**src/riscv_pkg.sv**
```systemverilog
// riscv shared types: data words, memory operation and trap codes, machine CSR addresses

package riscv_pkg;

    typedef logic [31:0] word_t;
    typedef logic [4:0]  reg_addr_t;
    typedef logic [11:0] csr_addr_t;
    typedef logic [3:0]  byte_en_t;

    // memory operations seen by the load/store path
    typedef enum logic [3:0] {
        MEM_NOP = 4'd0,
        MEM_LB  = 4'd1,
        MEM_LBU = 4'd2,
        MEM_LH  = 4'd3,
        MEM_LHU = 4'd4,
        MEM_LW  = 4'd5,
        MEM_SB  = 4'd6,
        MEM_SH  = 4'd7,
        MEM_SW  = 4'd8
    } mem_oper_t;

    // risc-v exception cause codes, 15 marks no trap
    typedef enum logic [3:0] {
        ILLEGAL_INSTR    = 4'd2,
        LOAD_MISALIGNED  = 4'd4,
        STORE_MISALIGNED = 4'd6,
        NO_TRAP          = 4'd15
    } exc_t;

    // machine mode CSRs held by the CSR file
    localparam csr_addr_t CSR_MTVEC    = 12'h305;
    localparam csr_addr_t CSR_MSCRATCH = 12'h340;
    localparam csr_addr_t CSR_MEPC     = 12'h341;
    localparam csr_addr_t CSR_MCAUSE   = 12'h342;
    localparam csr_addr_t CSR_MTVAL    = 12'h343;

endpackage
```
**src/csr_file.sv**
```systemverilog
// machine mode CSR file: write port, trap cause and address capture, combinational read
`timescale 1ns/1ns

module csr_file
(
    input  logic                  clk_i,
    input  logic                  rst_i,

    input  logic                  csr_we_i,
    input  riscv_pkg::csr_addr_t  csr_waddr_i,
    input  riscv_pkg::word_t      csr_wdata_i,

    input  riscv_pkg::exc_t       trap_i,
    input  riscv_pkg::word_t      trap_addr_i,

    input  riscv_pkg::csr_addr_t  csr_raddr_i,
    output riscv_pkg::word_t      csr_rdata_o
);

    riscv_pkg::word_t  mtvec;
    riscv_pkg::word_t  mscratch;
    riscv_pkg::word_t  mepc;
    riscv_pkg::word_t  mcause;
    riscv_pkg::word_t  mtval;

    always_ff @(posedge clk_i)
    begin
        if (rst_i)
        begin
            mtvec    <= '0;
            mscratch <= '0;
            mepc     <= '0;
            mcause   <= '0;
            mtval    <= '0;
        end
        else if (trap_i != riscv_pkg::NO_TRAP)
        begin
            // trap takes priority over a software write
            mcause <= riscv_pkg::word_t'(trap_i);
            mtval  <= trap_addr_i;
        end
        else if (csr_we_i)
        begin
            case (csr_waddr_i)
                riscv_pkg::CSR_MTVEC:    mtvec    <= csr_wdata_i;
                riscv_pkg::CSR_MSCRATCH: mscratch <= csr_wdata_i;
                riscv_pkg::CSR_MEPC:     mepc     <= csr_wdata_i;
                riscv_pkg::CSR_MCAUSE:   mcause   <= csr_wdata_i;
                riscv_pkg::CSR_MTVAL:    mtval    <= csr_wdata_i;
                default:                 ;
            endcase
        end
    end

    // unknown addresses read as zero
    always_comb
    begin
        case (csr_raddr_i)
            riscv_pkg::CSR_MTVEC:    csr_rdata_o = mtvec;
            riscv_pkg::CSR_MSCRATCH: csr_rdata_o = mscratch;
            riscv_pkg::CSR_MEPC:     csr_rdata_o = mepc;
            riscv_pkg::CSR_MCAUSE:   csr_rdata_o = mcause;
            riscv_pkg::CSR_MTVAL:    csr_rdata_o = mtval;
            default:                 csr_rdata_o = '0;
        endcase
    end

endmodule

```
**config.mk**
```make
export PLATFORM = sky130hd
export DESIGN_NAME = csr_file
export DESIGN_NICKNAME = d
export VERILOG_FILES = /design/src/riscv_pkg.sv /design/src/csr_file.sv
export SDC_FILE = /design/constraint.sdc
export NUM_CORES = 1
export LEC_CHECK = 0
export BUFFER_PORTS_ARGS = -buffer_cell sky130_fd_sc_hd__buf_2
export CAP_MARGIN = 30
export CORE_AREA = 2 2 127 117
export CTS_BUF_LIST = sky130_fd_sc_hd__clkbuf_8
export DETAILED_ROUTE_END_ITERATION = 12
export DIE_AREA = 0 0 129 119
export PLACE_DENSITY_LB_ADDON = 0.12
export REMOVE_ABC_BUFFERS = 1
export SLEW_MARGIN = 20
export SYNTH_ARGS = -nofsm -noshare
export SYNTH_HDL_FRONTEND = slang
export SYNTH_SLANG_ARGS = --single-unit
```
**constraint.sdc**
```tcl
create_clock -name clk_i -period 2.2 [get_ports clk_i]
set_clock_uncertainty 0.2 [all_clocks]
set_input_delay 0.11 -clock clk_i [delete_from_list [all_inputs] [get_ports clk_i]]
set_output_delay 0.11 -clock clk_i [all_outputs]
set_load 0.01 [all_outputs]
```
# Word-level counts from Yosys, hierarchy flattened
# Cells that the tools add are included.
[op_classes]
n_eq_ne = 11
muxes = 7
bitwise_logic = 1
n_reduce_logical = 10
[op_table]
columns = ["operator", "count"]
rows = [
  ["one-hot mux 32 bit (5 select lines)", 1],
  ["== test 12 x 10 -> 1 bit, second input constant", 10],
  ["two-way mux 32 bit", 3],
  ["two-way mux 4 bit", 3],
  ["AND reduction 3 bit", 3],
  ["AND reduction 2 bit", 3],
  ["nonzero test 2 bit", 3],
  ["inequality test 4 bit, second input constant", 1],
  ["OR reduction 2 bit", 1],
  ["NOT 1 bit", 1],
]
[word_totals]
reg_bits = 160
input_bits = 95
output_inout_bits = 32
wordCells = 35

# Logic depth before layout (Yosys ltp)
# Gate-level depths: netlist of the first run.
[logic_depth]
word_depth = 4
mapped_depth = 7
ltp_nobuf = 4

# Worst setup path before layout of the first run
# No wires, ideal clock.
[synth_timing]
path_kind = "input port to flip-flop"
startpoint = "input port csr_waddr_i[5]"
endpoint = "register mscratch[10]"
setup_time_ns = 0.072
arrival_time_ns = 1.318
required_time_ns = 1.928
slack_ns = 0.610
cell_stages = 7
n_path_buf = 3
path_cell_list = "nor4b_4 > and4b_1 > buf_4 > and2_4 > buf_8 > buf_12 > mux2i_1"
[synth_between]
elab_chain_cells = 2
[synth_rtl]
columns = ["element", "line", "rtl"]
rows = [
  ["from (decl)", "csr_file.sv:10", "input riscv_pkg::csr_addr_t csr_waddr_i,"],
  ["== test 12 x 10 -> 1 bit", "csr_file.sv:44", "case (csr_waddr_i)"],
  ["AND reduction 3 bit (no source line)", "-", ""],
  ["to (signal assigned)", "csr_file.sv:46", "riscv_pkg::CSR_MSCRATCH: mscratch <= csr_wdata_i;"],
  ["to (decl)", "csr_file.sv:21", "riscv_pkg::word_t mscratch;"],
]
# No other way between the ends.
# A chain may end at the register's enable or synchronous reset.

# Worst setup path in the final report of the first run
[layout_timing]
startpoint = "input port csr_raddr_i[1]"
endpoint = "output port csr_rdata_o[15]"
[layout_between]
elab_chain_cells = 2
elab_cells_between_ends = 6
cone_classes = "5 x eq/ne; 1 x mux"
[layout_rtl]
columns = ["element", "line", "rtl"]
rows = [
  ["from (decl)", "csr_file.sv:16", "input riscv_pkg::csr_addr_t csr_raddr_i,"],
  ["== test 12 x 10 -> 1 bit", "csr_file.sv:58", "case (csr_raddr_i)"],
  ["one-hot mux 32 bit (5 select lines) (*)", "csr_file.sv:58", ""],
  ["to (decl)", "csr_file.sv:17", "output riscv_pkg::word_t csr_rdata_o"],
]
# Every way passes the cells marked *; elsewhere a longest branch is shown, timed or not.

==> results of run 1 <==
[kinds of logic after synthesis]
kind of cell / count (synthesis) / synth area share [%]
buffers and inverters: 71 / 4.502
multiplexers: 124 / 16.42
AND/OR/NAND/NOR: 325 / 22.94
flip-flops: 160 / 42.37
AO/OA/AOI/OAI: 128 / 13.77
[placed cells by master, fill, tap and decap left out]
cell           count
nand2b_1         129
nand4_1            3
buf_2            125
nor4_4             1
dfxtp_1          160
clkbuf_8          21
buf_12            11
and4_2             1
nand2_1           97
o221ai_1          32
and2_1             1
bufinv_16          1
inv_1              2
nor4b_2            1
nand3_2            2
nand2_4            1
and4bb_2           2
and4b_1            2
nor3b_1            5
buf_4             14
nand2_2            1
and3_1             1
nor4bb_1           2
nor4b_4            3
and2_4             1
clkinv_2           6
and4_1             1
nor4b_1            4
a311oi_1          32
nor2b_1            1
a22oi_1           64
mux2i_1          124
nor2_1            62
dlygate4sd3_1     87
nor3_1             4
[per-layer routing]
layer	vias up	routed length (µm)
met5	-	0
met4	0	322
met3	22	1453
met2	280	10800
met1	3344	9697
li1	3255	-
[final cells by class]
cell class | count | area [µm²]
multi-input combinational | 577 | 4054
clock inverter | 9 | 67.56
clock buffer | 21 | 289.0
sequential | 160 | 3203
fill | 1168 | 4558
timing repair buffer | 237 | 1822
tap | 198 | 247.7
[worst reg2reg max path, cell delays in order, from the launching register on]
cell	delay, ns
dfxtp_1	0.35
nor3b_1	0.07
nor4b_1	0.37
dlygate4sd3_1	0.60
[sequential cells by signal (all words and copies together), names as in the netlist]
| register | cells |
|---|---|
| mcause | 32 |
| mepc | 32 |
| mscratch | 32 |
| mtval | 32 |
| mtvec | 32 |
[timing repair]
action / in CTS / in global routing
buffers inserted: 0 / 2
hold buffers: 87 / 0
endpoints found under the hold margin: 160 / 0
endpoints found under the setup margin: 0 / 1
[worst paths after layout]
kind              slack (ns)  cells past startpoint               to            from
hold / removal          0.03                      4      mscratch[2]  csr_waddr_i[0]
setup reg to reg        0.55                      3        mcause[2]       mcause[2]
setup / recovery        0.16                      6  csr_rdata_o[15]  csr_raddr_i[1]
hold reg to reg         0.28                      2        mtvec[31]       mtvec[31]
[per-stage QoR]
step           worst slack [ns]  utilization [%]
6_report                 0.1610            67.99
5_1_grt                 0.08071            67.99
4_1_cts                  0.2001            67.89
3_5_place_dp             0.1961            59.27
3_3_place_gp             0.2866            59.27
2_1_floorplan           -0.8003                -
[synthesized netlist by cell type (2+ instances only)]
library cell and instances:
clkbuf_1 49, mux2i_1 124, a311oi_1 32, nor4b_2 3, nor4b_1 4, o221ai_1 32
dfxtp_1 160, and4bb_2 2, and4b_1 2, a22oi_1 64, and4_1 2, nand2_1 97
nand4_1 3, buf_2 15, nor4bb_1 2, nor2_1 62, buf_4 3, nand2b_1 129
buf_12 2, nor3_1 4, nand3_1 2, nor3b_1 5
[report_power, final]
group	switching [mW]	leakage (nW)	internal (mW)
logic	0.226	2.65	0.274
registers	0.0266	1.30	2.94
clock network	1.03	0.199	0.983
total	1.28	4.14	4.19
==> impl_metrics.json, run 1 <==
{
  "drv_slew": 0,
  "grtUsageTotal_pct": 29.29,
  "ctsResizeCount": 0,
  "critical_path.max_stage_delay_ns": 0.43,
  "worstSetupStartpointType": "input port",
  "wl_per_cell_um": 18.53,
  "netlist.top_cell.by_area": "dfxtp_1",
  "cts-buffers-inserted": 17,
  "dr.first_iter.drc_count": 645,
  "ir_drop_mv": 0.3859,
  "finalCriticalPeriod_ns": 2.039,
  "place.port_buffers": 126,
  "clk_path_buf_depth": 2,
  "area_growth_pct": 28.09,
  "hpwlAfterDp_mm": 12.58,
  "numPlacedInstances": 1083,
  "grt_pass1_vias": 6919,
  "ys.flop_type": "dfxtp_1",
  "power_density_nw_per_um2": 565.3,
  "nets": 1088,
  "whs_ns": 0.03182,
  "yosysUniqueCellTypes": 32,
  "rsz0062_at_grt": "no",
  "grt_max_degree": 66,
  "cp.arrival_ns": 1.73,
  "global_route.usage.met1_pct": 38.80,
  "status": "completed",
  "synth-edff-count": 0,
  "routed_via_density": 5.741,
  "hold_viol": 0,
  "antenna_found_initial": 0,
  "dieArea_um2": 15350,
  "crit_family": "buffers and inverters",
  "setup_viol": 0,
  "grt_pass1_wl_mm": 35.67,
  "gp_congestion": 0.7612,
  "num_rows": 42,
  "totalWireLength_mm": 22.27,
  "synthCells": 808,
  "leakagePower_nw": 4.144,
  "die_w_um": 129,
  "drive_gt1_share_pct": 19.02,
  "yosys.area.top_type_share_pct": 42.37,
  "slowest_stage": "buf_4",
  "fin_crit_sh_pct": 92.68,
  "htreeDepth": 4,
  "drcViolationCount": 0,
  "fp.dieH_um": 119,
  "async_reset_ff_share_pct": 0,
  "p_total_mw": 5.474,
  "diodes": 0,
  "max_freq_ghz": 0.4904,
  "ys_ff_latch": 160,
  "design.core.area_um2": 14240,
  "stdcell_count": 1202,
  "place_area_um2": 8441,
  "cts_root_buf": "clkbuf_8",
  "worst_path_most_repeated_cell": "buf_2",
  "cp.required_ns": 1.89,
  "start_util_pct": 53.08,
  "crit_chain": "buf_2 -> nor4b_4 -> buf_4 -> a22oi_1 -> o221ai_1 -> buf_2",
  "firstDrtPassIters": 5,
  "cts_tree": "built",
  "final_area_um2": 9683,
  "cts.sinks": 160,
  "grtUsageMet2_pct": 48.45,
  "busiest_layer": "met2",
  "slew_headroom_pct": 51.58,
  "netlist_area_um2": 7560,
  "io_pins": 127,
  "yosysSeqAreaShare_pct": 42.37,
  "end_kind": "primary output",
  "crit_fanout": 25,
  "ys_top_cells_by_area": "dfxtp_1 (42%), mux2i_1 (16%), nand2b_1 (11%), a22oi_1 (6.4%), nand2_1 (4.8%)",
  "yosys_warnings": 0,
  "syn_area_per_cell_um2": 9.356,
  "vias": 6901,
  "grt.met3_usage_pct": 5.930,
  "hold_path.class": "input port to flop",
  "postRouteAntennaNets": 0,
  "cts.reportedPaths.clkPinSlew_ns": 0.08,
  "worstMarginPinSlew_ns": 0.7263,
  "tns_ns": 0,
  "worst-path-buf-inv": 3,
  "grt_overflow_total": 0,
  "criticalPathCategory": "input port to primary output",
  "drv_cap": 0,
  "clock_latency_ns": 0.44
}
Power figures use the tool's default switching activity.
==> inputs of run 2 (changes only) <==
--- a/config.mk
+++ b/config.mk
@@ -5,14 +5,16 @@
 export SDC_FILE = /design/constraint.sdc
 export NUM_CORES = 1
 export LEC_CHECK = 0
+export ABC_AREA = 1
 export BUFFER_PORTS_ARGS = -buffer_cell sky130_fd_sc_hd__buf_2
 export CAP_MARGIN = 30
-export CORE_AREA = 2 2 127 117
+export CORE_AREA = 2 2 134 123
 export CTS_BUF_LIST = sky130_fd_sc_hd__clkbuf_8
 export DETAILED_ROUTE_END_ITERATION = 12
-export DIE_AREA = 0 0 129 119
+export DIE_AREA = 0 0 136 125
 export PLACE_DENSITY_LB_ADDON = 0.12
 export REMOVE_ABC_BUFFERS = 1
+export SKIP_LAST_GASP = 1
 export SLEW_MARGIN = 20
 export SYNTH_ARGS = -nofsm -noshare
 export SYNTH_HDL_FRONTEND = slang
==> impl_metrics.json, run 2 <==
{
  "status": "completed",
  "synth_fa_ha_area_share_pct": 0,
  "final_util_pct": 65.92,
  "synth.mux.area_fraction_pct": 0,
  "whs_endpoint": "mtval[2]",
  "synthCells": 1408,
  "cts.sinks": 160,
  "r2r_cells": 4,
  "diodes": 0,
  "crit_fanout": 21,
  "yosys.area.top_type_share_pct": 38.24,
  "synth-compound-area-share_pct": 5.916,
  "cts_tree": "built",
  "cp.arrival_ns": 2.10,
  "num_rows": 44,
  "hold_start": "csr_waddr_i[6]",
  "rsz0062_at_grt": "no",
  "grt_max_degree": 65,
  "p_total_mw": 5.781,
  "synth_xor_area_share_pct": 0,
  "synth_top_family_by_area": "simple AND/OR/NAND/NOR gates",
  "vias": 8791,
  "tns_ns": 0,
  "yosysMostFrequentCell": "nand2_1",
  "final_cell_mix": "nand2_1 (429), nor2_1 (326), inv_1 (170)",
  "nets": 1669,
  "finalCriticalPeriod_ns": 1.929,
  "power_density_nw_per_um2": 557.0,
  "hpwlAfterDp_mm": 14.60,
  "layout_setup_ws_ns": 0.2710,
  "syn_area_per_cell_um2": 5.949,
  "slew_headroom_pct": 52.65,
  "dieArea_um2": 17000,
  "drv_slew": 0,
  "yosys_warnings": 0,
  "drive_gt1_share_pct": 13.11,
  "area_growth_pct": 23.92,
  "grtUsageTotal_pct": 28.92,
  "htreeDepth": 4,
  "yosysSeqAreaShare_pct": 38.24,
  "end_kind": "flop",
  "post_cts_buffers": 0,
  "totalWireLength_mm": 24.34,
  "final_common_cell": "nand2_1",
  "grt_overflow_total": 0,
  "hold_path.class": "input port to flop",
  "netlist.top_cell.by_area": "dfxtp_1",
  "worstSetupStartpointType": "input port",
  "yosys-top-cells-count": "nand2_1 (430), nor2_1 (329), inv_1 (170), dfxtp_1 (160), nand3_1 (120)",
  "ys.flop_type": "dfxtp_1",
  "yosysUniqueCellTypes": 24,
  "place.port_buffers": 126,
  "r2r_slack_ns": 1.32,
  "hold_viol": 0,
  "firstDrtPassIters": 5,
  "criticalPathCategory": "input port to flop",
  "yosys.area_share.simple_pct": 43.37,
  "drcViolationCount": 0,
  "wl_per_cell_um": 13.57,
  "die_w_um": 136,
  "drv_cap": 0,
  "final_area_um2": 10380,
  "postRouteAntennaNets": 0,
  "grt_pass1_vias": 8020,
  "r2r_end": "mcause[4]",
  "cp.required_ns": 2.37,
  "design.core.area_um2": 15750,
  "setup_viol": 0,
  "post-place-ws_ns": 0.1920,
  "hold_path_depth": 7,
  "async_reset_ff_share_pct": 0,
  "gp_congestion": 0.8772,
  "ir_drop_mv": 0.4300,
  "io_pins": 127,
  "fp.dieH_um": 125,
  "cts-buffers-inserted": 17,
  "synth-edff-count": 0,
  "cts.reportedPaths.clkPinSlew_ns": 0.09,
  "clock_latency_ns": 0.46,
  "r2r_start": "mcause[4]",
  "ys_ff_latch": 160,
  "clk_path_buf_depth": 2,
  "antenna_found_initial": 0,
  "dr.first_iter.drc_count": 532,
  "cts_root_buf": "clkbuf_8",
  "grt_pass1_wl_mm": 39.32,
  "routed_via_density": 4.900,
  "netlist_area_um2": 8376,
  "worstMarginPinSlew_ns": 0.7103,
  "ys_top_cells_by_area": "dfxtp_1 (38%), nand2_1 (19%), nor2_1 (15%), inv_1 (7.6%), nand3_1 (7.2%)",
  "leakagePower_nw": 5.319,
  "place_area_um2": 9273,
  "fin_crit_sh_pct": 87.68,
  "start_util_pct": 53.19,
  "max_freq_ghz": 0.5184
}
-- run 2: layout make-up --
| type | count | area (µm²) |
|---|---|---|
| clock buffer | 17 | 234.0 |
| clock inverter | 15 | 168.9 |
| fill | 1497 | 5366 |
| inverter | 175 | 659.4 |
| multi-input combinational | 995 | 4143 |
| sequential | 160 | 3203 |
| tap | 207 | 259.0 |
| timing repair buffer | 225 | 1712 |
-- run 2: logic make-up after synthesis --
kind of cell / after synthesis
AO/OA/AOI/OAI: 99
buffers and inverters: 253
AND/OR/NAND/NOR: 896
flip-flops: 160
-- run 2: worst max path at each step --
stage	startpoint	endpoint	slack [ns]	cells after the start
6_report	trap_i[3]	mtval[19]	0.27	11
5_1_grt	csr_raddr_i[5]	csr_rdata_o[5]	0.10	10
4_1_cts	csr_raddr_i[5]	csr_rdata_o[13]	0.19	10
3_5_place_dp	csr_raddr_i[5]	csr_rdata_o[13]	0.19	10
3_3_place_gp	csr_raddr_i[11]	csr_rdata_o[5]	0.22	10
2_1_floorplan	csr_raddr_i[11]	csr_rdata_o[1]	-0.93	7
-- run 2: layer usage --
metal | routed length (µm) | track usage (%) | vias to the layer above
met2 | 11660 | 48.95 | 288
li1 | - | - | 4575
met5 | 0 | 0 | -
met3 | 1568 | 4.663 | 40
met4 | 412 | 8.640 | 0
met1 | 10700 | 37.83 | 3888
-- run 2: worst max-delay path, cell delays in order --
cell and delay [ns]:
dlygate4sd3_1 0.55, buf_2 0.14, nand4_2 0.22, inv_2 0.14
buf_4 0.22, nand2_2 0.12, nand2_2 0.12, buf_4 0.28
nand2_1 0.09, nand2_1 0.07, nor2_1 0.04
-- run 2: power by group --
group          switching (mW)  internal, mW
Sequential             0.0141          2.94
Combinational           0.311         0.246
Clock                    1.15          1.11
-- run 2: metrics by stage --
step	instances	hold slack (ns)
floorplan	1330	-0.02093
global placement	1692	0.1784
detailed placement	1692	0.1884
CTS	1794	0.01061
global route	1794	0.05799
finish	1794	0.01894
-- run 2: what timing repair did --
action,4_1_cts,5_1_grt
resized for setup,0,1
hold endpoints to repair,160,0
hold buffers,70,0
endpoints found under the setup margin,0,2
