<file path="src/riscv_pkg.sv">
// riscv shared types: data words, memory operation and trap codes, machine CSR addresses

package riscv_pkg;

    typedef logic [31:0] word_t;
    typedef logic [4:0]  reg_addr_t;
    typedef logic [11:0] csr_addr_t;
    typedef logic [3:0]  byte_en_t;

    // memory operations seen by the load/store path
    typedef enum logic [3:0] {
        MEM_NOP = 4'd0,
        MEM_LB  = 4'd1,
        MEM_LBU = 4'd2,
        MEM_LH  = 4'd3,
        MEM_LHU = 4'd4,
        MEM_LW  = 4'd5,
        MEM_SB  = 4'd6,
        MEM_SH  = 4'd7,
        MEM_SW  = 4'd8
    } mem_oper_t;

    // risc-v exception cause codes, 15 marks no trap
    typedef enum logic [3:0] {
        ILLEGAL_INSTR    = 4'd2,
        LOAD_MISALIGNED  = 4'd4,
        STORE_MISALIGNED = 4'd6,
        NO_TRAP          = 4'd15
    } exc_t;

    // machine mode CSRs held by the CSR file
    localparam csr_addr_t CSR_MTVEC    = 12'h305;
    localparam csr_addr_t CSR_MSCRATCH = 12'h340;
    localparam csr_addr_t CSR_MEPC     = 12'h341;
    localparam csr_addr_t CSR_MCAUSE   = 12'h342;
    localparam csr_addr_t CSR_MTVAL    = 12'h343;

endpackage
</file>
<file path="src/lsu_if.sv">
// load/store request channel: one held request from mem1 and its done pulse with read data
`timescale 1ns/1ns

interface lsu_if;

    logic                 req;
    logic                 we;
    riscv_pkg::word_t     addr;
    riscv_pkg::word_t     wdata;
    riscv_pkg::byte_en_t  be;
    logic                 done;
    riscv_pkg::word_t     rdata;

    // mem1 issues the request and holds it until done
    modport requester (
        output req, we, addr, wdata, be
    );

    // load/store unit answers with done and the addressed word
    modport responder (
        input  req, we, addr, wdata, be,
        output done, rdata
    );

    // mem2 only watches the completion
    modport monitor (
        input done, rdata
    );

endinterface

</file>
<file path="src/stage_mem1.sv">
// first memory stage: registers the operation, checks alignment and drives the load/store request
`timescale 1ns/1ns

module stage_mem1
(
    input  logic                  clk_i,
    input  logic                  rst_i,
    input  logic                  flush_i,
    input  logic                  stall_i,
    input  logic                  valid_i,

    input  riscv_pkg::word_t      alu_result_i,
    input  riscv_pkg::word_t      store_data_i,
    input  riscv_pkg::mem_oper_t  mem_oper_i,
    input  riscv_pkg::word_t      csr_wdata_i,
    input  riscv_pkg::csr_addr_t  csr_waddr_i,
    input  logic                  csr_we_i,
    input  riscv_pkg::exc_t       trap_i,
    input  logic                  write_rd_i,
    input  riscv_pkg::reg_addr_t  rd_addr_i,

    lsu_if.requester              lsu,

    output riscv_pkg::word_t      alu_result_o,
    output riscv_pkg::mem_oper_t  mem_oper_o,
    output riscv_pkg::word_t      csr_wdata_o,
    output riscv_pkg::csr_addr_t  csr_waddr_o,
    output logic                  csr_we_o,
    output riscv_pkg::exc_t       trap_o,
    output logic                  write_rd_o,
    output riscv_pkg::reg_addr_t  rd_addr_o
);

    riscv_pkg::word_t     store_data_q;
    riscv_pkg::exc_t      trap_next;
    logic                 is_store;
    logic                 misaligned;
    riscv_pkg::byte_en_t  be_lanes;
    riscv_pkg::word_t     wdata_lanes;

    // alignment check on the incoming address
    always_comb
    begin
        is_store = mem_oper_i inside {riscv_pkg::MEM_SB, riscv_pkg::MEM_SH, riscv_pkg::MEM_SW};

        case (mem_oper_i)
            riscv_pkg::MEM_LH, riscv_pkg::MEM_LHU, riscv_pkg::MEM_SH:
                misaligned = alu_result_i[0];
            riscv_pkg::MEM_LW, riscv_pkg::MEM_SW:
                misaligned = |alu_result_i[1:0];
            default:
                misaligned = 1'b0;
        endcase

        // an earlier trap keeps its own cause
        trap_next = trap_i;
        if (trap_i == riscv_pkg::NO_TRAP && misaligned)
            trap_next = is_store ? riscv_pkg::STORE_MISALIGNED : riscv_pkg::LOAD_MISALIGNED;
    end

    always_ff @(posedge clk_i)
    begin
        if (rst_i || flush_i || (!stall_i && !valid_i))
        begin
            mem_oper_o <= riscv_pkg::MEM_NOP;
            write_rd_o <= 1'b0;
            trap_o     <= riscv_pkg::NO_TRAP;
            csr_we_o   <= 1'b0;
        end
        else if (!stall_i)
        begin
            trap_o   <= trap_next;
            csr_we_o <= csr_we_i;
            // trapped operations never touch memory or rd
            if (trap_next != riscv_pkg::NO_TRAP)
            begin
                mem_oper_o <= riscv_pkg::MEM_NOP;
                write_rd_o <= 1'b0;
            end
            else
            begin
                mem_oper_o <= mem_oper_i;
                write_rd_o <= write_rd_i;
            end
        end
    end

    // payload follows every accepted operation
    always_ff @(posedge clk_i)
    begin
        if (!stall_i && valid_i)
        begin
            alu_result_o <= alu_result_i;
            store_data_q <= store_data_i;
            csr_wdata_o  <= csr_wdata_i;
            csr_waddr_o  <= csr_waddr_i;
            rd_addr_o    <= rd_addr_i;
        end
    end

    // byte enables by access width, store data copied onto every lane
    always_comb
    begin
        case (mem_oper_o)
            riscv_pkg::MEM_LB, riscv_pkg::MEM_LBU, riscv_pkg::MEM_SB:
            begin
                be_lanes    = 4'b0001 << alu_result_o[1:0];
                wdata_lanes = {4{store_data_q[7:0]}};
            end
            riscv_pkg::MEM_LH, riscv_pkg::MEM_LHU, riscv_pkg::MEM_SH:
            begin
                be_lanes    = alu_result_o[1] ? 4'b1100 : 4'b0011;
                wdata_lanes = {2{store_data_q[15:0]}};
            end
            default:
            begin
                be_lanes    = 4'b1111;
                wdata_lanes = store_data_q;
            end
        endcase
    end

    assign lsu.req   = (mem_oper_o != riscv_pkg::MEM_NOP) && (trap_o == riscv_pkg::NO_TRAP);
    assign lsu.we    = mem_oper_o inside {riscv_pkg::MEM_SB, riscv_pkg::MEM_SH, riscv_pkg::MEM_SW};
    assign lsu.addr  = alu_result_o;
    assign lsu.wdata = wdata_lanes;
    assign lsu.be    = be_lanes;

endmodule

</file>
<file path="src/flat_wrapper.sv">
// flat-port wrapper written by rule: the top's interface ports become plain ports
module stage_mem1_flat 
  (clk_i, rst_i, flush_i, stall_i, valid_i, alu_result_i, store_data_i, mem_oper_i, csr_wdata_i, csr_waddr_i, csr_we_i, trap_i, write_rd_i, rd_addr_i, alu_result_o, mem_oper_o, csr_wdata_o, csr_waddr_o, csr_we_o, trap_o, write_rd_o, rd_addr_o, lsu_req, lsu_we, lsu_addr, lsu_wdata, lsu_be);
  lsu_if lsu_i ();
  input  logic clk_i;
  input  logic rst_i;
  input  logic flush_i;
  input  logic stall_i;
  input  logic valid_i;
  input  riscv_pkg::word_t alu_result_i;
  input  riscv_pkg::word_t store_data_i;
  input  riscv_pkg::mem_oper_t mem_oper_i;
  input  riscv_pkg::word_t csr_wdata_i;
  input  riscv_pkg::csr_addr_t csr_waddr_i;
  input  logic csr_we_i;
  input  riscv_pkg::exc_t trap_i;
  input  logic write_rd_i;
  input  riscv_pkg::reg_addr_t rd_addr_i;
  output riscv_pkg::word_t alu_result_o;
  output riscv_pkg::mem_oper_t mem_oper_o;
  output riscv_pkg::word_t csr_wdata_o;
  output riscv_pkg::csr_addr_t csr_waddr_o;
  output logic csr_we_o;
  output riscv_pkg::exc_t trap_o;
  output logic write_rd_o;
  output riscv_pkg::reg_addr_t rd_addr_o;
  output wire logic [$bits(lsu_i.req)-1:0] lsu_req;
  output wire logic [$bits(lsu_i.we)-1:0] lsu_we;
  output wire logic [$bits(lsu_i.addr)-1:0] lsu_addr;
  output wire logic [$bits(lsu_i.wdata)-1:0] lsu_wdata;
  output wire logic [$bits(lsu_i.be)-1:0] lsu_be;
  assign lsu_req = lsu_i.req;
  assign lsu_we = lsu_i.we;
  assign lsu_addr = lsu_i.addr;
  assign lsu_wdata = lsu_i.wdata;
  assign lsu_be = lsu_i.be;
  stage_mem1 u_core (.clk_i(clk_i), .rst_i(rst_i), .flush_i(flush_i), .stall_i(stall_i), .valid_i(valid_i), .alu_result_i(alu_result_i), .store_data_i(store_data_i), .mem_oper_i(mem_oper_i), .csr_wdata_i(csr_wdata_i), .csr_waddr_i(csr_waddr_i), .csr_we_i(csr_we_i), .trap_i(trap_i), .write_rd_i(write_rd_i), .rd_addr_i(rd_addr_i), .lsu(lsu_i), .alu_result_o(alu_result_o), .mem_oper_o(mem_oper_o), .csr_wdata_o(csr_wdata_o), .csr_waddr_o(csr_waddr_o), .csr_we_o(csr_we_o), .trap_o(trap_o), .write_rd_o(write_rd_o), .rd_addr_o(rd_addr_o));
endmodule
</file>
<file path="config.mk">
export PLATFORM = sky130hd
export DESIGN_NAME = stage_mem1_flat
export DESIGN_NICKNAME = d
export VERILOG_FILES = /design/src/riscv_pkg.sv /design/src/lsu_if.sv /design/src/stage_mem1.sv /design/src/flat_wrapper.sv
export SDC_FILE = /design/constraint.sdc
export NUM_CORES = 1
export LEC_CHECK = 0
export ABC_AREA = 0
export BUFFER_PORTS_ARGS = -buffer_cell sky130_fd_sc_hd__buf_4
export CORE_AREA = 2 2 114 116
export CTS_CLUSTER_SIZE = 28
export DETAILED_ROUTE_END_ITERATION = 12
export DIE_AREA = 0 0 116 118
export GPL_TIMING_DRIVEN = 0
export HOLD_SLACK_MARGIN = 0.05
export PLACE_DENSITY = 0.76
export SYNTH_ARGS = -nofsm -noshare
export SYNTH_HDL_FRONTEND = slang
export SYNTH_SLANG_ARGS = --single-unit
</file>
<file path="constraint.sdc">
create_clock -name clk_i -period 16.2 [get_ports clk_i]
set_input_delay 2.43 -clock clk_i [delete_from_list [all_inputs] [get_ports clk_i]]
set_output_delay 2.43 -clock clk_i [all_outputs]
set_load 0.03 [all_outputs]
</file>
## After elaboration in Yosys (flattened, before gate mapping)

Cells that the tools add are included.

- Flip-flop bits (word level): 123

- Equality and inequality tests: 16
- Reduce and logical (&&, ||, !) cells: 16
- Shifts and indexed selects: 1
- Muxes and demuxes: 8

Operator list:

| cell | number |
|---|---|
| $pmux W32 S2 | 1 |
| $eq A4 B3 Y1 const B | 7 |
| $eq A4 B4 Y1 const B | 4 |
| $eq A4 B2 Y1 const B | 3 |
| $mux W4 | 3 |
| $reduce_or A3 Y1 | 3 |
| $pmux W4 S2 | 1 |
| $reduce_bool A3 Y1 | 2 |
| $eq A4 B1 Y1 const B | 1 |
| $logic_and A1 B1 Y1 | 4 |
| $ne A4 B4 Y1 const B | 1 |
| $reduce_bool A4 Y1 | 1 |
| $reduce_or A2 Y1 | 2 |
| $shl A1 B2 Y4 const A | 1 |
| $logic_not A1 Y1 | 2 |
| $logic_or A1 B1 Y1 | 2 |
| $mux W2 | 1 |
| $pmux W1 S2 | 1 |
| $mux W1 | 1 |

## Depth between registers and ports, before layout

- Word-level depth: 7
- Depth in mapped cells: 5

## Least setup slack after synthesis

No wires, ideal clock.

- Path kind: input-to-reg
- From: input port stall_i
- To: register u_core.trap_o[1]
- Slack: 7.962 ns
- Buffers on the path: 0
- Data required time: 16.068 ns
- Setup time: 0.132 ns
- Arrival: 8.106 ns
- Stages: 4
- Cell sequence: nor2b_1 > o211ai_1 > nor2_1 > a22oi_1

- Longest elaborated chain between the ends: 3

RTL lines:

| item | line | text |
|---|---|---|
| start: declaration | flat_wrapper.sv:8 | `input logic stall_i;` |
| $logic_not A1 Y1 | stage_mem1.sv:63 | `if (rst_i \|\| flush_i \|\| (!stall_i && !valid_i))` |
| $logic_and A1 B1 Y1 | stage_mem1.sv:63 |  |
| $logic_or A1 B1 Y1 | stage_mem1.sv:63 |  |
| end signal: assignment | stage_mem1.sv:67 | `trap_o <= riscv_pkg::NO_TRAP;` |
| end signal: assignment | stage_mem1.sv:72 | `trap_o <= trap_next;` |
| end: declaration | stage_mem1.sv:29 | `output riscv_pkg::exc_t trap_o,` |

Parallel ways exist; a longest one is shown, timed or not.
A chain may end at the register's enable or synchronous reset.

## Final worst setup path

- From: register u_core.mem_oper_o[0]
- To: output port lsu_wdata[9]

- Longest elaborated chain between the ends: 3
- Elaborated cells between the ends (all ways): 9

RTL lines:

| item | line | text |
|---|---|---|
| start: declaration | stage_mem1.sv:25 | `output riscv_pkg::mem_oper_t mem_oper_o,` |
| start signal: assignment | stage_mem1.sv:65 | `mem_oper_o <= riscv_pkg::MEM_NOP;` |
| start signal: assignment | stage_mem1.sv:77 | `mem_oper_o <= riscv_pkg::MEM_NOP;` |
| start signal: assignment | stage_mem1.sv:82 | `mem_oper_o <= mem_oper_i;` |
| $eq A4 B2 Y1 (tied with other cells) | stage_mem1.sv:104 | `case (mem_oper_o)` |
| $reduce_or A3 Y1 | stage_mem1.sv:104 |  |
| $pmux W32 S2 * | stage_mem1.sv:104 |  |
| end: declaration | flat_wrapper.sv:30 | `output wire logic [$bits(lsu_i.wdata)-1:0] lsu_wdata;` |

Mark *: on every way between the ends. The rest lies on a longest branch, timed or not.

==> run summary <==
The required time of the worst setup path is 13770 ps. Summed over all layers, the global routing overflow is 0. Counting flops and latches in the post-synthesis netlist gives 123. For the final antenna-violating net count, the log shows 0. The number of global-route vias before repair is 3507. For this block, the initial DRC count from the detailed router was 317.

The layout has 959 filler cells. Setup violations remaining at the end of the flow were counted as 0. Setup repair after global routing left no endpoint under its margin. The finished layout holds 765 standard cells, fillers aside. After synthesis the cells add up to 4670 sq um. The leakage power total is 3.35 nW.

Worst setup path category: flop to output pin. Together, buffers and inverters on the worst path number 2. Total nets after synthesis: 399. In this run the standard cell core region covers 12400 sq um.

The count of buffers from port buffering is 288. The tools report the count of boundary I/O pins as 289. After detailed routing, the number of remaining DRC violations is 0. The logs give 9810 um for the HPWL after detailed placement and 709 for the final layout net count.

The die covers 13700 sq um. The number of hold-slack violations in the final timing report is 0, and the data arrival time of the critical path is 2290 ps. After detailed routing, the average wire length per cell comes to 16.7 um. The flow ran to the end, and the final reports show no timing, DRC or antenna violations. The tools report the cell at the root of the clock tree as sky130_fd_sc_hd__clkbuf_16. The fraction of final layout cells with drive strength greater than 1 came out at 64.2%. The run gives 18.3% as the all-layer global routing usage. The worst setup path endpoint is lsu_wdata[9]. In this run the critical register-to-register path is captured at u_core.trap_o[1]$_SDFFE_PP1N_.

Summing all flip-flop and latch instances after layout gives 3590 sq um. Counting along the longest clock path gives a buffer depth of 2. Dividing total power by cell area gives a power density of 118 nW/um^2. The vias after detailed routing is 3472, and the total placed instance area is 7110 sq um.

The slew at the pin with the worst max-slew slack was 708 ps; the number of distinct library cell variants in the gate-level netlist after synthesis was 40. Overall power consumption after layout is estimated at 915 uW. Counting every sink on the clock net gives 123.

TritonCTS built the clock tree. In this run the worst setup path begins at u_core.mem_oper_o[0]$_SDFFE_PP0N_. The max-slew headroom at the worst pin is 52.5%.

The CTS buffer count is 17. The cell count after synthesis came out at 271. At the end of the flow the core is filled with cells to 62.2%. Summed over all layers, the routed wires come to 12800 um. The tightest min-delay check is of the flop to flop type. In this run the critical register-to-register path is launched from u_core.trap_o[1]$_SDFFE_PP1N_.

The number of rows in the core area is 41, and the iteration count of the initial detailed-routing pass is 4. The die is 118 um tall. From left edge to right edge, the die measures 116 um. The worst register-to-register path has a depth of 3. Across the VDD grid, the largest voltage drop is 0.0000672 V.

Between clock sinks in the finished design, the worst skew comes to 0 ps. The H-tree was split into 4 levels. After synthesis, the largest area contributor takes up 72.7% of total cell area. The largest individual stage delay along the critical path comes from the cell sky130_fd_sc_hd__dfxtp_1. After detailed routing, the number of vias per cell comes to 4.54. The post-cts gate resize count was 0; the area growth from synthesis to layout was 65.5%. Entering global routing, the biggest net connects 38 pins.

The tools report the final weighted congestion in routability-driven placement as 0.893. The endpoint kind of the worst setup timing path is an output pin. Summing all multi-input logic gate instances after layout gives 699 sq um.

Maximum fanout along the worst path: 10. The antenna cell count was 0; the delay of the slowest critical-path stage was 470 ps. Cell class contributing the biggest share of worst-path delay: flip-flops. Finished layout cell area: 7720 sq um.

sky130_fd_sc_hd__edfxtp_1 takes more of the synthesized area than any other cell. STA classifies the critical path startpoint as a flop. The sequential share of the synthesized area was 77.0%; the number of warnings printed during yosys synthesis was 0.

After layout, the worst path uses 29.1% of the clock period. The first global-routing pass estimated 18700 um of wire. Max-cap violations in this run came to 0. Once placement completed, the tool counted placed cells totaling 734. The run gives 37.6% as the initial cell density of the core.

The signal on the critical path passes through or3b_4 -> a21oi_4 -> buf_6 -> mux2_4 -> buf_4. Clock latency on the worst-skew pair, taken at its later pin, is 400 ps. The clock period could shrink to 4720 ps.

The number of max-slew violations in the final report is 0, and the clock transition time at the flip-flop clock pins of the worst setup and hold paths is 50 ps. The critical path depth was 5; the setup TNS after final layout was 0 ps. The fmax is 0.212 GHz. Setup slack on the worst reg-to-reg path comes out at 15320 ps. Ranked by total cell area, the synthesized netlist is headed by sky130_fd_sc_hd__edfxtp_1 (73%), sky130_fd_sc_hd__buf_4 (6.4%), sky130_fd_sc_hd__dfxtp_1 (4.3%). The post-synthesis average cell area is 17.2 sq um.

For the initial antenna violation count, the log shows 0. Hold repair after CTS inserted 0 buffers. After clock tree synthesis, the setup repair step added 0 buffers.
placed cells by master, fill, tap and decap left out, drive strengths merged, types with 2 or more instances in the layout:
cell type  count
nand4          2
and3b          2
o32ai          3
clkinv         6
nor2           5
nor2b          2
nand2b         8
buf          334
nand2          8
o211ai         2
a222oi         8
or3b           2
bufinv         5
inv           13
clkbuf        23
mux2          16
a21oi          7
o21ai          7
edfxtp       113
dfxtp         10
a21o           2
worst min-delay path by stage:
stage	endpoint	slack [ps]	startpoint	cells past startpoint
after floorplan	u_core.write_rd_o$_SDFFE_PP0N_	590	u_core.write_rd_o$_SDFFE_PP0N_	2
after global placement	u_core.write_rd_o$_SDFFE_PP0N_	460	u_core.write_rd_o$_SDFFE_PP0N_	2
after detailed placement	u_core.write_rd_o$_SDFFE_PP0N_	470	u_core.write_rd_o$_SDFFE_PP0N_	2
after CTS	u_core.write_rd_o$_SDFFE_PP0N_	480	u_core.write_rd_o$_SDFFE_PP0N_	2
after global routing	u_core.write_rd_o$_SDFFE_PP0N_	500	u_core.write_rd_o$_SDFFE_PP0N_	2
final	u_core.write_rd_o$_SDFFE_PP0N_	480	u_core.write_rd_o$_SDFFE_PP0N_	2
Yosys cell counts, drive strengths merged:
| library cell | count |
|---|---|
| edfxtp | 113 |
| buf | 43 |
| mux2 | 16 |
| inv | 13 |
| dfxtp | 10 |
| a222oi | 8 |
| nand2 | 8 |
| nand2b | 8 |
| a21oi | 7 |
| o21ai | 7 |
| nor2 | 5 |
| clkbuf | 3 |
| o32ai | 3 |
| a21o | 2 |
| and3b | 2 |
| nand4 | 2 |
| nor2b | 2 |
| o211ai | 2 |
| or3b | 2 |
| a211o | 1 |
| a221oi | 1 |
| a22o | 1 |
| a22oi | 1 |
| mux2i | 1 |
| nand3 | 1 |
| nor3 | 1 |
| nor3b | 1 |
| nor4 | 1 |
| nor4b | 1 |
| nor4bb | 1 |
| o41ai | 1 |
| or2 | 1 |
| or2b | 1 |
| xor2 | 1 |
tightest hold or removal path: cells and delay by family (launching register included):
family | cells | cell delay, ps
DFF | 1 | 310
and+or+nand+nor | 1 | 70
AOI/OAI and AO/OA | 1 | 60
sequential cells by signal (all words and copies together), names as in the netlist:
| signal | count |
|---|---|
| u_core.alu_result_o | 32 |
| u_core.csr_waddr_o | 12 |
| u_core.csr_wdata_o | 32 |
| u_core.csr_we_o | 1 |
| u_core.mem_oper_o | 4 |
| u_core.rd_addr_o | 5 |
| u_core.store_data_q | 32 |
| u_core.trap_o | 4 |
| u_core.write_rd_o | 1 |
cell families after synthesis:
logic type      synth area share (%)
xor+xnor                       0.188
mux                             4.24
simple gates                    4.69
buf+inv                         8.18
compound gates                  5.71
flops                           77.0
layer usage:
layer	vias to the layer above	track usage, %	share of wire [%]
met3	22	7.88	11
met1	1644	19.6	36
met2	188	31.1	52
met4	0	7.81	2.0
met5	-	0	0
li1	1618	-	-
final cells by class:
class,instances,area share (%)
flip-flops and latches,123,46.5
well taps,172,2.79
plain buffers,46,4.31
multi-input cells,89,9.06
clock buffers,20,5.65
repair buffers,291,28.8
clock inverters,11,2.27
inverters,13,0.632
metrics by stage:
stage          hold WS, ps  setup slack (ps)
6_report               478             11480
5_1_grt                501             11380
3_5_place_dp           470             11880
4_1_cts                477             11440
3_3_place_gp           461              5890
2_1_floorplan          592              7960
power by group:
part	internal [mW]	switching, mW	leakage, nW
Sequential	0.370	0.00910	1.14
Combinational	0.0630	0.0780	1.91
Clock	0.269	0.125	0.298
Total	0.702	0.213	3.35
Power figures use the tool's default switching activity.
