==> config.mk <==
export PLATFORM = sky130hd
export DESIGN_NAME = stage_mem2_flat
export DESIGN_NICKNAME = d
export VERILOG_FILES = /design/src/riscv_pkg.sv /design/src/lsu_if.sv /design/src/stage_mem2.sv /design/src/flat_wrapper.sv
export SDC_FILE = /design/constraint.sdc
export NUM_CORES = 1
export LEC_CHECK = 0
export ABC_AREA = 1
export BUFFER_PORTS_ARGS = -buffer_cell sky130_fd_sc_hd__buf_2
export CORE_MARGIN = 3
export CORE_UTILIZATION = 41
export CTS_CLUSTER_SIZE = 10
export DETAILED_ROUTE_END_ITERATION = 12
export PLACE_DENSITY = 0.78
export SLEW_MARGIN = 20
export SYNTH_ARGS = -nofsm -noshare
export SYNTH_HDL_FRONTEND = slang
export SYNTH_SLANG_ARGS = --single-unit
==> constraint.sdc <==
create_clock -name clk_i -period 2.3 [get_ports clk_i]
set_input_delay 0.23 -clock clk_i [delete_from_list [all_inputs] [get_ports clk_i]]
set_output_delay 0.23 -clock clk_i [all_outputs]
set_load 0.02 [all_outputs]
==> src/riscv_pkg.sv <==
// riscv shared types: data words, memory operation and trap codes, machine CSR addresses

package riscv_pkg;

    typedef logic [31:0] word_t;
    typedef logic [4:0]  reg_addr_t;
    typedef logic [11:0] csr_addr_t;
    typedef logic [3:0]  byte_en_t;

    // memory operations seen by the load/store path
    typedef enum logic [3:0] {
        MEM_NOP = 4'd0,
        MEM_LB  = 4'd1,
        MEM_LBU = 4'd2,
        MEM_LH  = 4'd3,
        MEM_LHU = 4'd4,
        MEM_LW  = 4'd5,
        MEM_SB  = 4'd6,
        MEM_SH  = 4'd7,
        MEM_SW  = 4'd8
    } mem_oper_t;

    // risc-v exception cause codes, 15 marks no trap
    typedef enum logic [3:0] {
        ILLEGAL_INSTR    = 4'd2,
        LOAD_MISALIGNED  = 4'd4,
        STORE_MISALIGNED = 4'd6,
        NO_TRAP          = 4'd15
    } exc_t;

    // machine mode CSRs held by the CSR file
    localparam csr_addr_t CSR_MTVEC    = 12'h305;
    localparam csr_addr_t CSR_MSCRATCH = 12'h340;
    localparam csr_addr_t CSR_MEPC     = 12'h341;
    localparam csr_addr_t CSR_MCAUSE   = 12'h342;
    localparam csr_addr_t CSR_MTVAL    = 12'h343;

endpackage
==> src/lsu_if.sv <==
// load/store request channel: one held request from mem1 and its done pulse with read data
`timescale 1ns/1ns

interface lsu_if;

    logic                 req;
    logic                 we;
    riscv_pkg::word_t     addr;
    riscv_pkg::word_t     wdata;
    riscv_pkg::byte_en_t  be;
    logic                 done;
    riscv_pkg::word_t     rdata;

    // mem1 issues the request and holds it until done
    modport requester (
        output req, we, addr, wdata, be
    );

    // load/store unit answers with done and the addressed word
    modport responder (
        input  req, we, addr, wdata, be,
        output done, rdata
    );

    // mem2 only watches the completion
    modport monitor (
        input done, rdata
    );

endinterface

==> src/stage_mem2.sv <==
// second memory stage: waits for the load/store unit, formats load data, gates CSR writes
`timescale 1ns/1ns

module stage_mem2
(
    input  logic                  clk_i,
    input  logic                  rst_i,
    input  logic                  flush_i,

    // operation held in mem1
    input  riscv_pkg::word_t      alu_result_i,
    input  riscv_pkg::mem_oper_t  mem_oper_i,
    input  riscv_pkg::word_t      csr_wdata_i,
    input  riscv_pkg::csr_addr_t  csr_waddr_i,
    input  logic                  csr_we_i,
    input  riscv_pkg::exc_t       trap_i,
    input  logic                  write_rd_i,
    input  riscv_pkg::reg_addr_t  rd_addr_i,

    lsu_if.monitor                lsu,

    // CSR write port
    output riscv_pkg::word_t      csr_wdata_o,
    output riscv_pkg::csr_addr_t  csr_waddr_o,
    output logic                  csr_we_o,

    output logic                  stall_o,
    output riscv_pkg::exc_t       trap_o,

    // writeback registers
    output logic                  write_rd_o,
    output riscv_pkg::reg_addr_t  rd_addr_o,
    output riscv_pkg::word_t      alu_result_o,
    output riscv_pkg::word_t      lsu_rdata_o,
    output riscv_pkg::mem_oper_t  mem_oper_o
);

    logic              stalled;
    riscv_pkg::word_t  lane_word;
    logic [15:0]       lane_half;
    riscv_pkg::word_t  load_data;

    // memory operation still waiting on the unit
    assign stalled = (mem_oper_i != riscv_pkg::MEM_NOP) && !lsu.done;

    // move the addressed byte down to bit 0
    assign lane_word = lsu.rdata >> {alu_result_i[1:0], 3'b000};
    assign lane_half = alu_result_i[1] ? lsu.rdata[31:16] : lsu.rdata[15:0];

    always_comb
    begin
        case (mem_oper_i)
            riscv_pkg::MEM_LB:
                load_data = {{24{lane_word[7]}}, lane_word[7:0]};
            riscv_pkg::MEM_LBU:
                load_data = {24'h0, lane_word[7:0]};
            riscv_pkg::MEM_LH:
                load_data = {{16{lane_half[15]}}, lane_half};
            riscv_pkg::MEM_LHU:
                load_data = {16'h0, lane_half};
            riscv_pkg::MEM_LW:
                load_data = lsu.rdata;
            default:
                load_data = '0;
        endcase
    end

    // control fields go idle while stalled so each operation shows for one cycle
    always_ff @(posedge clk_i)
    begin
        if (rst_i || flush_i || stalled)
        begin
            write_rd_o <= 1'b0;
            mem_oper_o <= riscv_pkg::MEM_NOP;
            trap_o     <= riscv_pkg::NO_TRAP;
        end
        else
        begin
            write_rd_o <= write_rd_i;
            mem_oper_o <= mem_oper_i;
            trap_o     <= trap_i;
        end
    end

    // payload holds while stalled
    always_ff @(posedge clk_i)
    begin
        if (!stalled)
        begin
            rd_addr_o    <= rd_addr_i;
            alu_result_o <= alu_result_i;
            lsu_rdata_o  <= load_data;
        end
    end

    // no CSR commit while waiting, trapping or flushed
    assign csr_we_o = csr_we_i && !stalled && !flush_i && (trap_i == riscv_pkg::NO_TRAP);
    assign csr_waddr_o = csr_waddr_i;
    assign csr_wdata_o = csr_wdata_i;

    assign stall_o = stalled;

endmodule

==> src/flat_wrapper.sv <==
// flat-port wrapper written by rule: the top's interface ports become plain ports
module stage_mem2_flat 
  (clk_i, rst_i, flush_i, alu_result_i, mem_oper_i, csr_wdata_i, csr_waddr_i, csr_we_i, trap_i, write_rd_i, rd_addr_i, csr_wdata_o, csr_waddr_o, csr_we_o, stall_o, trap_o, write_rd_o, rd_addr_o, alu_result_o, lsu_rdata_o, mem_oper_o, lsu_done, lsu_rdata);
  lsu_if lsu_i ();
  input  logic clk_i;
  input  logic rst_i;
  input  logic flush_i;
  input  riscv_pkg::word_t alu_result_i;
  input  riscv_pkg::mem_oper_t mem_oper_i;
  input  riscv_pkg::word_t csr_wdata_i;
  input  riscv_pkg::csr_addr_t csr_waddr_i;
  input  logic csr_we_i;
  input  riscv_pkg::exc_t trap_i;
  input  logic write_rd_i;
  input  riscv_pkg::reg_addr_t rd_addr_i;
  output riscv_pkg::word_t csr_wdata_o;
  output riscv_pkg::csr_addr_t csr_waddr_o;
  output logic csr_we_o;
  output logic stall_o;
  output riscv_pkg::exc_t trap_o;
  output logic write_rd_o;
  output riscv_pkg::reg_addr_t rd_addr_o;
  output riscv_pkg::word_t alu_result_o;
  output riscv_pkg::word_t lsu_rdata_o;
  output riscv_pkg::mem_oper_t mem_oper_o;
  input wire logic [$bits(lsu_i.done)-1:0] lsu_done;
  input wire logic [$bits(lsu_i.rdata)-1:0] lsu_rdata;
  assign lsu_i.done = lsu_done;
  assign lsu_i.rdata = lsu_rdata;
  stage_mem2 u_core (.clk_i(clk_i), .rst_i(rst_i), .flush_i(flush_i), .alu_result_i(alu_result_i), .mem_oper_i(mem_oper_i), .csr_wdata_i(csr_wdata_i), .csr_waddr_i(csr_waddr_i), .csr_we_i(csr_we_i), .trap_i(trap_i), .write_rd_i(write_rd_i), .rd_addr_i(rd_addr_i), .lsu(lsu_i), .csr_wdata_o(csr_wdata_o), .csr_waddr_o(csr_waddr_o), .csr_we_o(csr_we_o), .stall_o(stall_o), .trap_o(trap_o), .write_rd_o(write_rd_o), .rd_addr_o(rd_addr_o), .alu_result_o(alu_result_o), .lsu_rdata_o(lsu_rdata_o), .mem_oper_o(mem_oper_o));
endmodule
After elaboration in Yosys (flattened, before gate mapping)
Cells that the tools add are included.
Word-level totals
  output and inout port bits: 124
  input port bits: 127
  register bits after elaboration: 78
Cells by class
  reduce and logical (&&, ||, !) cells: 10
  equal/unequal tests: 6
  shifts and indexed selects: 1
  mux-type cells: 2
Operator list (count)
  32-bit one-hot mux with 5 select lines: 1
  32-bit by 5-bit >> shifter with 8-bit output: 1
  16-bit two-way mux: 1
  4-bit by 2-bit == test with 1-bit output, second input constant: 2
  4-bit by 3-bit == test with 1-bit output, second input constant: 2
  4-bit by 1-bit == test with 1-bit output, second input constant: 1
  4-bit == test, second input constant: 1
  1-bit logical AND: 4
  4-bit nonzero test: 1
  1-bit logical NOT: 3
  1-bit logical OR: 2

Depth between registers and ports, before layout
Gate-level depths: netlist (run 1).
  depth in word-level cells: 6
  mapped depth: 8
  gate-level depth less buffers: 8

Least setup slack after synthesis (run 1)
OpenSTA, ideal clock, no wires.
  path type: input to register
  start: input mem_oper_i[1]
  end: register u_core.trap_o[0]
  slack: 0.355 ns
  data required time: 2.180 ns
  setup time: 0.120 ns
  path buffers: 0
  arrival: 1.825 ns
  stages on the path: 5
  cells stage by stage: nor2_1 > a21oi_2 > inv_2 > nand2_2 > or2_1
On the way
  word-level cells in the longest chain between the ends: 3
Ends and longest elaborated chain
  start, declared: line flat_wrapper.sv:9  | input riscv_pkg::mem_oper_t mem_oper_i;
  4-bit nonzero test: line stage_mem2.sv:44  | assign stalled = (mem_oper_i != riscv_pkg::MEM_NOP) && !lsu.done;
  1-bit logical AND: line stage_mem2.sv:44
  named net stall_o: line flat_wrapper.sv:19  | output logic stall_o;
  1-bit logical OR: line stage_mem2.sv:71  | if (rst_i || flush_i || stalled)
  end signal, assigned: line stage_mem2.sv:75  | trap_o <= riscv_pkg::NO_TRAP;
  end signal, assigned: line stage_mem2.sv:81  | trap_o <= trap_i;
  end, declared: line stage_mem2.sv:28  | output riscv_pkg::exc_t trap_o,
The timed path passes the listed nets, and every way through them passes these cells.
A chain may end at the register's enable or synchronous reset.

Final worst setup path (run 1)
  start: input mem_oper_i[0]
  end: register u_core.lsu_rdata_o[5] (data pin)
On the way
  word-level cells in the longest chain between the ends: 2
Ends and longest elaborated chain
  4-bit by 3-bit == test with 1-bit output, or another cell as far along: line stage_mem2.sv:52  | case (mem_oper_i)
  32-bit one-hot mux with 5 select lines *: line stage_mem2.sv:52
  named net u_core.load_data[5]: line stage_mem2.sv:41  | riscv_pkg::word_t load_data;
  end signal, assigned: line stage_mem2.sv:92  | lsu_rdata_o <= load_data;
  end, declared: line stage_mem2.sv:34  | output riscv_pkg::word_t lsu_rdata_o,
The timed path passes the listed nets; every way through them passes the cells marked *.

==> results of run 1 <==
[metal layers]
| layer | vias to the layer above | global-route usage (%) | share of wire [%] | wire [µm] |
|---|---|---|---|---|
| li1 | 1307 | - | - | - |
| met1 | 1237 | 19.3 | 33 | 3240 |
| met2 | 151 | 36.7 | 56 | 5550 |
| met3 | 28 | 6.52 | 9.7 | 963 |
| met4 | 0 | 8.51 | 2.1 | 211 |
| met5 | - | 0 | 0 | 0 |
[state kept, by name (all words and copies together) (netlist names)]
register             count
u_core.trap_o            4
u_core.lsu_rdata_o      32
u_core.alu_result_o     32
u_core.mem_oper_o        4
u_core.write_rd_o        1
u_core.rd_addr_o         5
[through the flow]
| stage | power [mW] | instances | util (%) | cell area, µm² |
|---|---|---|---|---|
| floorplan | 2.14 | 331 | - | 3600 |
| global placement | 2.26 | 546 | 49.9 | 4190 |
| detailed placement | 2.27 | 546 | 49.9 | 4190 |
| CTS | 3.18 | 562 | 52.0 | 4360 |
| global route | 3.29 | 562 | 52.0 | 4360 |
| finish | 3.15 | 562 | 52.0 | 4360 |
[power breakdown]
group          leakage (nW)  switching [mW]  internal, mW  total (mW)
sequential            0.748          0.0310          1.67        1.70
clock                0.0797           0.524         0.393       0.917
combinational          1.28           0.354         0.175       0.529
[worst max-delay path by stage]
stage,startpoint,to
2_1_floorplan,mem_oper_i[1],u_core.trap_o[0]
3_3_place_gp,mem_oper_i[0],u_core.lsu_rdata_o[7]
5_1_grt,mem_oper_i[0],u_core.lsu_rdata_o[2]
6_report,mem_oper_i[0],u_core.lsu_rdata_o[5]
3_5_place_dp,mem_oper_i[0],u_core.lsu_rdata_o[5]
4_1_cts,mem_oper_i[0],u_core.lsu_rdata_o[7]
[cell usage in the layout, fill, tap and decap left out, drive strengths merged]
master,instances
clkbuf,9
clkinv,2
o21ai,8
and2,1
nand4,2
nand2,72
nand3,52
buf,164
nor2,32
inv,25
dfxtp,9
clkinvlp,3
a21oi,2
or2,4
edfxtp,69
nor3,3
[area by class of cell]
| class | instances | area (µm²) |
|---|---|---|
| fill | 754 | 4020 |
| clock inverter | 7 | 48.8 |
| multi-input combinational | 176 | 866 |
| clock buffer | 9 | 124 |
| sequential | 78 | 2250 |
| timing repair buffer | 164 | 851 |
| inverter | 23 | 86.3 |
| tap | 105 | 131 |
[cell families (layout without fill, tap and decap cells)]
logic type / Yosys count / count (layout) / synth area share [%]
and+or+nand+nor: 166 / 166 / 22.5
buffers and inverters: 77 / 203 / 13.4
DFF: 78 / 78 / 62.5
AOI/OAI and AO/OA: 10 / 10 / 1.49
==> key figures, run 1 <==
STA
  – Final WS setup: 727 ps
  – Max_slew headroom: 38.9%
  – Fin. Hold Viols: 0
  – Final setup viols: 0
  – Min cycle time layout: 1570 ps
  – Slew @ Worst Pin: 916 ps
  – Period utilization: 68.4%
  – Fmax achieved: 636 MHz
  – Final hold slack: 53.4 ps
  – RSZ-0062 raised after global routing: no
  – Fin Setup TNS: 0 ps
  – Max-slew violation count: 0

Detailed routing
  – DR iter-0 viols: 143
  – DR DRC count: 0
  – Routed WL: 9960 µm
  – Routed WL per cell: 17.7 µm
  – DR vias/cell: 4.85
  – Via count: 2723
  – Antenna Violating Nets Remaining: 0
  – 1st-pass router iterations: 4

CTS
  – Postcts setup bufs: 0
  – Sink Count: 78
  – Clk slew on worst S/H paths: 90 ps
  – H-tree Lvls: 3
  – CTS Buf Count: 9
  – Root Buffer Master: clkbuf_8
  – Hold_buf cts: 0
  – CTS max path bufs: 2
  – Resized cells post-CTS: 0
  – CTS tree: yes

Global route
  – First-pass GRT wire length: 14500 µm
  – Vias in the first global route: 2601
  – Pin count of the biggest net entering global routing: 32
  – Initial antenna violation count: 0
  – Total Routing Usage GR: 19.6%
  – Overflow after GRT: 0

Critical path
  – Worst EP required: 2520 ps
  – Setup crit start kind: input port
  – Crit-path max FO: 25
  – CP Depth: 7
  – Cells along the critical path: buf_2, inv_2, nor2_2, nand2_1, nor2_1, nor2_1, nand2_1
  – Worst path slowest cell: nor2_2
  – CP Buf/Inv Count: 2
  – Crit path kind: input port to flip-flop
  – CP Capture Type: flip-flop
  – Cell family with the largest share of critical-path delay: simple AND/OR/NAND/NOR gates
  – Slowest cell delay on critical path: 690 ps
  – Critical path data arrival time: 1790 ps

Power and ir drop
  – Maximum VDD drop: 0.253 mV
  – Leak pwr: 2.10 nW
  – Total power density per cell area: 722 nW/µm²

Floorplan
  – Die Span X: 99.7 µm
  – CORE AREA: 8380 µm²
  – IO Pins: 251
  – Cell row count: 33
  – Starting Density: 43.0%
  – Die height: 99.7 µm
  – Die area: 9950 µm²

Yosys
  – EDFF count, synth: 69
  – Synth Flop Type: edfxtp_1
  – Count leader, synth: edfxtp_1
  – Most instantiated cells after synthesis: 69 x edfxtp_1, 68 x nand2_1, 44 x buf_4
  – Area of the mapped netlist: 3600 µm²
  – Largest cells by area after synthesis: edfxtp_1 58%, buf_4 9.2%, nand2_1 7.1%
  – Synth Warn #: 0
  – Synth Instances: 331
  – Post-synth top area share: 57.5%
  – Post-synthesis sequential area ratio: 62.5%
  – Flop and latch count out of synthesis: 78
  – Syn nets: 458
  – Syn Area/Cell: 10.9 µm²
  – Synth cell types: 25
  – Async SR Flop Fraction: 0%
  – Yosys top cell by area: edfxtp_1

Placed design
  – Hpwl dp: 7880 µm
  – Pre-CTS setup slack: 391 ps
  – RePlAce Congestion: 0.872
  – Port-buffer cells: 162

Final layout
  – Antenna diodes: 0
  – Synth-to-Final Area Change: 21.0%
  – Layout cell share with drive strength beyond 1: 45.1%
  – Final net count: 579

Worst hold path
  – Min-delay src: rd_addr_i[4]
  – HP Class: input port to flip-flop
  – Hold worst-path end: u_core.rd_addr_o[4]
  – Hold Path Depth: 1

Status
  – Outcome: completed

Run
  – Max-Cap Viols: 0
Power figures use the tool's default switching activity.
==> run 2, diff against run 1 <==
Settings changed: ABC_AREA 1 to 0, PLACE_DENSITY 0.78 to 0.79.
Clock period 2.3 ns to 1.65 ns, I/O delays scaled along.
==> run 2 against run 1 <==
  * Power grew 53%
  * Via count fell by 3.6%
  * Count of clock-buffer cells in the layout increased by 1
  * Setup slack worse by 560 ps
  * Clock power is 72% higher
  * Sequential power up 40%
  * Sequential cell count is the same
==> key figures, run 2 <==
Yosys
  – EDFF count, synth: 69 (unchanged)
  – Synth Warn #: 0 (unchanged)
  – Area of the mapped netlist: 3450 µm² (-4.2%)
  – Yosys top cell by area: edfxtp_1
  – Async SR Flop Fraction: 0% (unchanged)
  – Synth cell types: 32 (+28%)
  – Synth Flop Type: edfxtp_1
  – Post-synth top area share: 60.0% (+2.5 points)
  – Post-synthesis sequential area ratio: 65.2% (+2.7 points)
  – Syn nets: 369 (-19%)
  – Syn Area/Cell: 14.3 µm² (+31%)
  – Most instantiated cells after synthesis: 69 x edfxtp_1, 44 x buf_4, 16 x a21o_1
  – Synth Instances: 242 (-27%)
  – Largest cells by area after synthesis: edfxtp_1 60%, buf_4 9.6%, dfxtp_1 5.2%
  – Count leader, synth: edfxtp_1
  – Flop and latch count out of synthesis: 78 (unchanged)

CTS
  – Clk slew on worst S/H paths: 90 ps (about the same)
  – Sink Count: 78 (unchanged)
  – Resized cells post-CTS: 0 (unchanged)
  – CTS Buf Count: 9 (unchanged)
  – Root Buffer Master: clkbuf_8
  – H-tree Lvls: 3 (unchanged)
  – CTS max path bufs: 2 (unchanged)
  – CTS tree: yes

Power and ir drop
  – Leak pwr: 2.15 nW (+1.9%)
  – Total power density per cell area: 1010 nW/µm² (+39%)
  – Maximum VDD drop: 0.536 mV (+110%)
  – Power, Total: 4.81 mW (+53%)

Global route
  – Pin count of the biggest net entering global routing: 28 (-13%)
  – Vias in the first global route: 2740 (+5.3%)
  – Overflow after GRT: 0 (unchanged)
  – Met2 global-route usage: 39.7% (+3.0 points)
  – Total Routing Usage GR: 20.3% (+0.71 points)
  – Layer with the highest usage: met2
  – M3 GR Usage: 6.71% (+0.19 points)
  – Initial antenna violation count: 0 (unchanged)
  – First-pass GRT wire length: 14900 µm (+2.4%)
  – Met1 Resource Use GR: 18.6% (-0.67 points)

STA
  – Min cycle time layout: 1480 ps
  – Fin Setup TNS: 0 ps (unchanged)
  – Final setup viols: 0 (unchanged)
  – Fmax achieved: 675 MHz
  – RSZ-0062 raised after global routing: no
  – Max-slew violation count: 0 (unchanged)
  – Slew @ Worst Pin: 971 ps (+55.2 ps)
  – Max_slew headroom: 35.3% (-3.6 points)
  – Final hold slack: 21.2 ps (-32.2 ps)
  – Fin. Hold Viols: 0 (unchanged)
  – Period utilization: 89.8%

Critical path
  – Worst EP required: 1860 ps (-660 ps)
  – Crit-path max FO: 16 (-36%)
  – Critical path data arrival time: 1690 ps (-100 ps)
  – Setup crit start kind: input port
  – Crit path kind: input port to flip-flop
  – CP Capture Type: flip-flop

Floorplan
  – IO Pins: 251 (unchanged)
  – Cell row count: 32 (-3.0%)
  – CORE AREA: 7970 µm² (-4.9%)
  – Starting Density: 43.3% (+0.35 points)
  – Die area: 9560 µm² (-3.9%)
  – Die Span X: 97.8 µm (-2.0%)
  – Die height: 97.8 µm (-2.0%)

Final layout
  – Antenna diodes: 0 (unchanged)
  – Cell area after layout: 4780 µm² (+9.6%)
  – Final Core Density: 59.9% (+7.9 points)
  – Filler Cells Inserted: 607 (-19%)
  – Synth-to-Final Area Change: 38.3%
  – Most common cell after layout, fill and taps aside: buf_2
  – Layout cell share with drive strength beyond 1: 50.6% (+5.5 points)
  – Most frequent cells in the layout: 162 x buf_2, 69 x edfxtp_1, 35 x dlygate4sd3_1
  – Largest regs: u_core.alu_result_o (32), u_core.lsu_rdata_o (32), u_core.rd_addr_o (5)
  – Sequential standard cell area: 2250 µm² (unchanged)
  – Area of the multi-input gates: 828 µm² (-4.3%)
  – Final net count: 539 (-6.9%)

Detailed routing
  – Via count: 2624 (-3.6%)
  – Antenna Violating Nets Remaining: 0 (unchanged)
  – DR vias/cell: 5.06 (+4.3%)
  – 1st-pass router iterations: 4 (unchanged)
  – DR DRC count: 0 (unchanged)
  – DR iter-0 viols: 114 (-20%)
  – Routed WL per cell: 19.3 µm (+9.0%)
  – Routed WL: 10000 µm (+0.66%)

Run
  – Max-Cap Viols: 0 (unchanged)

Placed design
  – Placed Area: 4200 µm² (+0.30%)
  – RePlAce Congestion: 0.768 (-12%)
  – Hpwl dp: 7200 µm (-8.6%)
  – Port-buffer cells: 162 (unchanged)

Status
  – Outcome: completed

Worst hold path
  – HP Class: input port to flip-flop
==> run 2: cell types whose count changed in the layout (fill, tap and decap cells not counted), moves of 10 or more <==
cell,delta
mux2i_1,+15
dlygate4sd3_1,+35
a21o_1,+16
nand3_2,-10
nand3_1,-39
buf_4,+14
inv_1,-16
nand2_1,-58
nor2_1,-28
==> run 2: final timing paths <==
check	cells past startpoint	slack [ps]	to	startpoint
setup / recovery	5	170	u_core.lsu_rdata_o[29]	alu_result_i[1]
hold / removal	2	20	u_core.mem_oper_o[1]	rst_i
==> run 2: final cells by class <==
class,instances,share of cell area [%]
repair buffers,214,27.8
clock buffers,10,2.67
flip-flops and latches,78,47.2
clock inverters,6,1.96
multi-input cells,106,17.3
well taps,102,2.67
inverters,3,0.419
==> run 2: kinds of logic after synthesis <==
kind of cell,Yosys count,synth area share [%]
muxes,23,7.29
AOI/OAI and AO/OA,47,9.97
buffers and inverters,58,11.6
DFF,78,65.2
xor gates and xnor gates,1,0.254
and+or+nand+nor,35,5.62
==> run 2: what timing repair did <==
item,4_1_cts,5_1_grt
buffers inserted,0,0
hold buffers,35,0
endpoints found under the hold margin,35,0
endpoints found under the setup margin,0,0
==> run 2: worst max-delay path, stage by stage <==
cell,delay (ps)
buf_2,120
mux4_2,350
nor2_2,50
a2111oi_4,830
a21o_1,160
==> run 2: routing by layer <==
metal  up-vias  share of wire [%]
met5         -                  0
met2       135                 57
met3        46                7.9
met4         0                3.5
li1       1191                  -
met1      1252                 32
==> run 2: metrics by stage <==
| step | setup slack [ps] | std cells |
|---|---|---|
| floorplan | -451 | 242 |
| global placement | -214 | 468 |
| detailed placement | -312 | 468 |
| CTS | 64.3 | 519 |
| global route | 55.1 | 519 |
| finish | 168 | 519 |
==> run 2: power by group <==
group | switching, mW | leakage [nW] | total [mW] | internal, mW
logic | 0.493 | 1.29 | 0.843 | 0.350
registers | 0.0457 | 0.748 | 2.38 | 2.33
clock network | 0.719 | 0.107 | 1.58 | 0.866
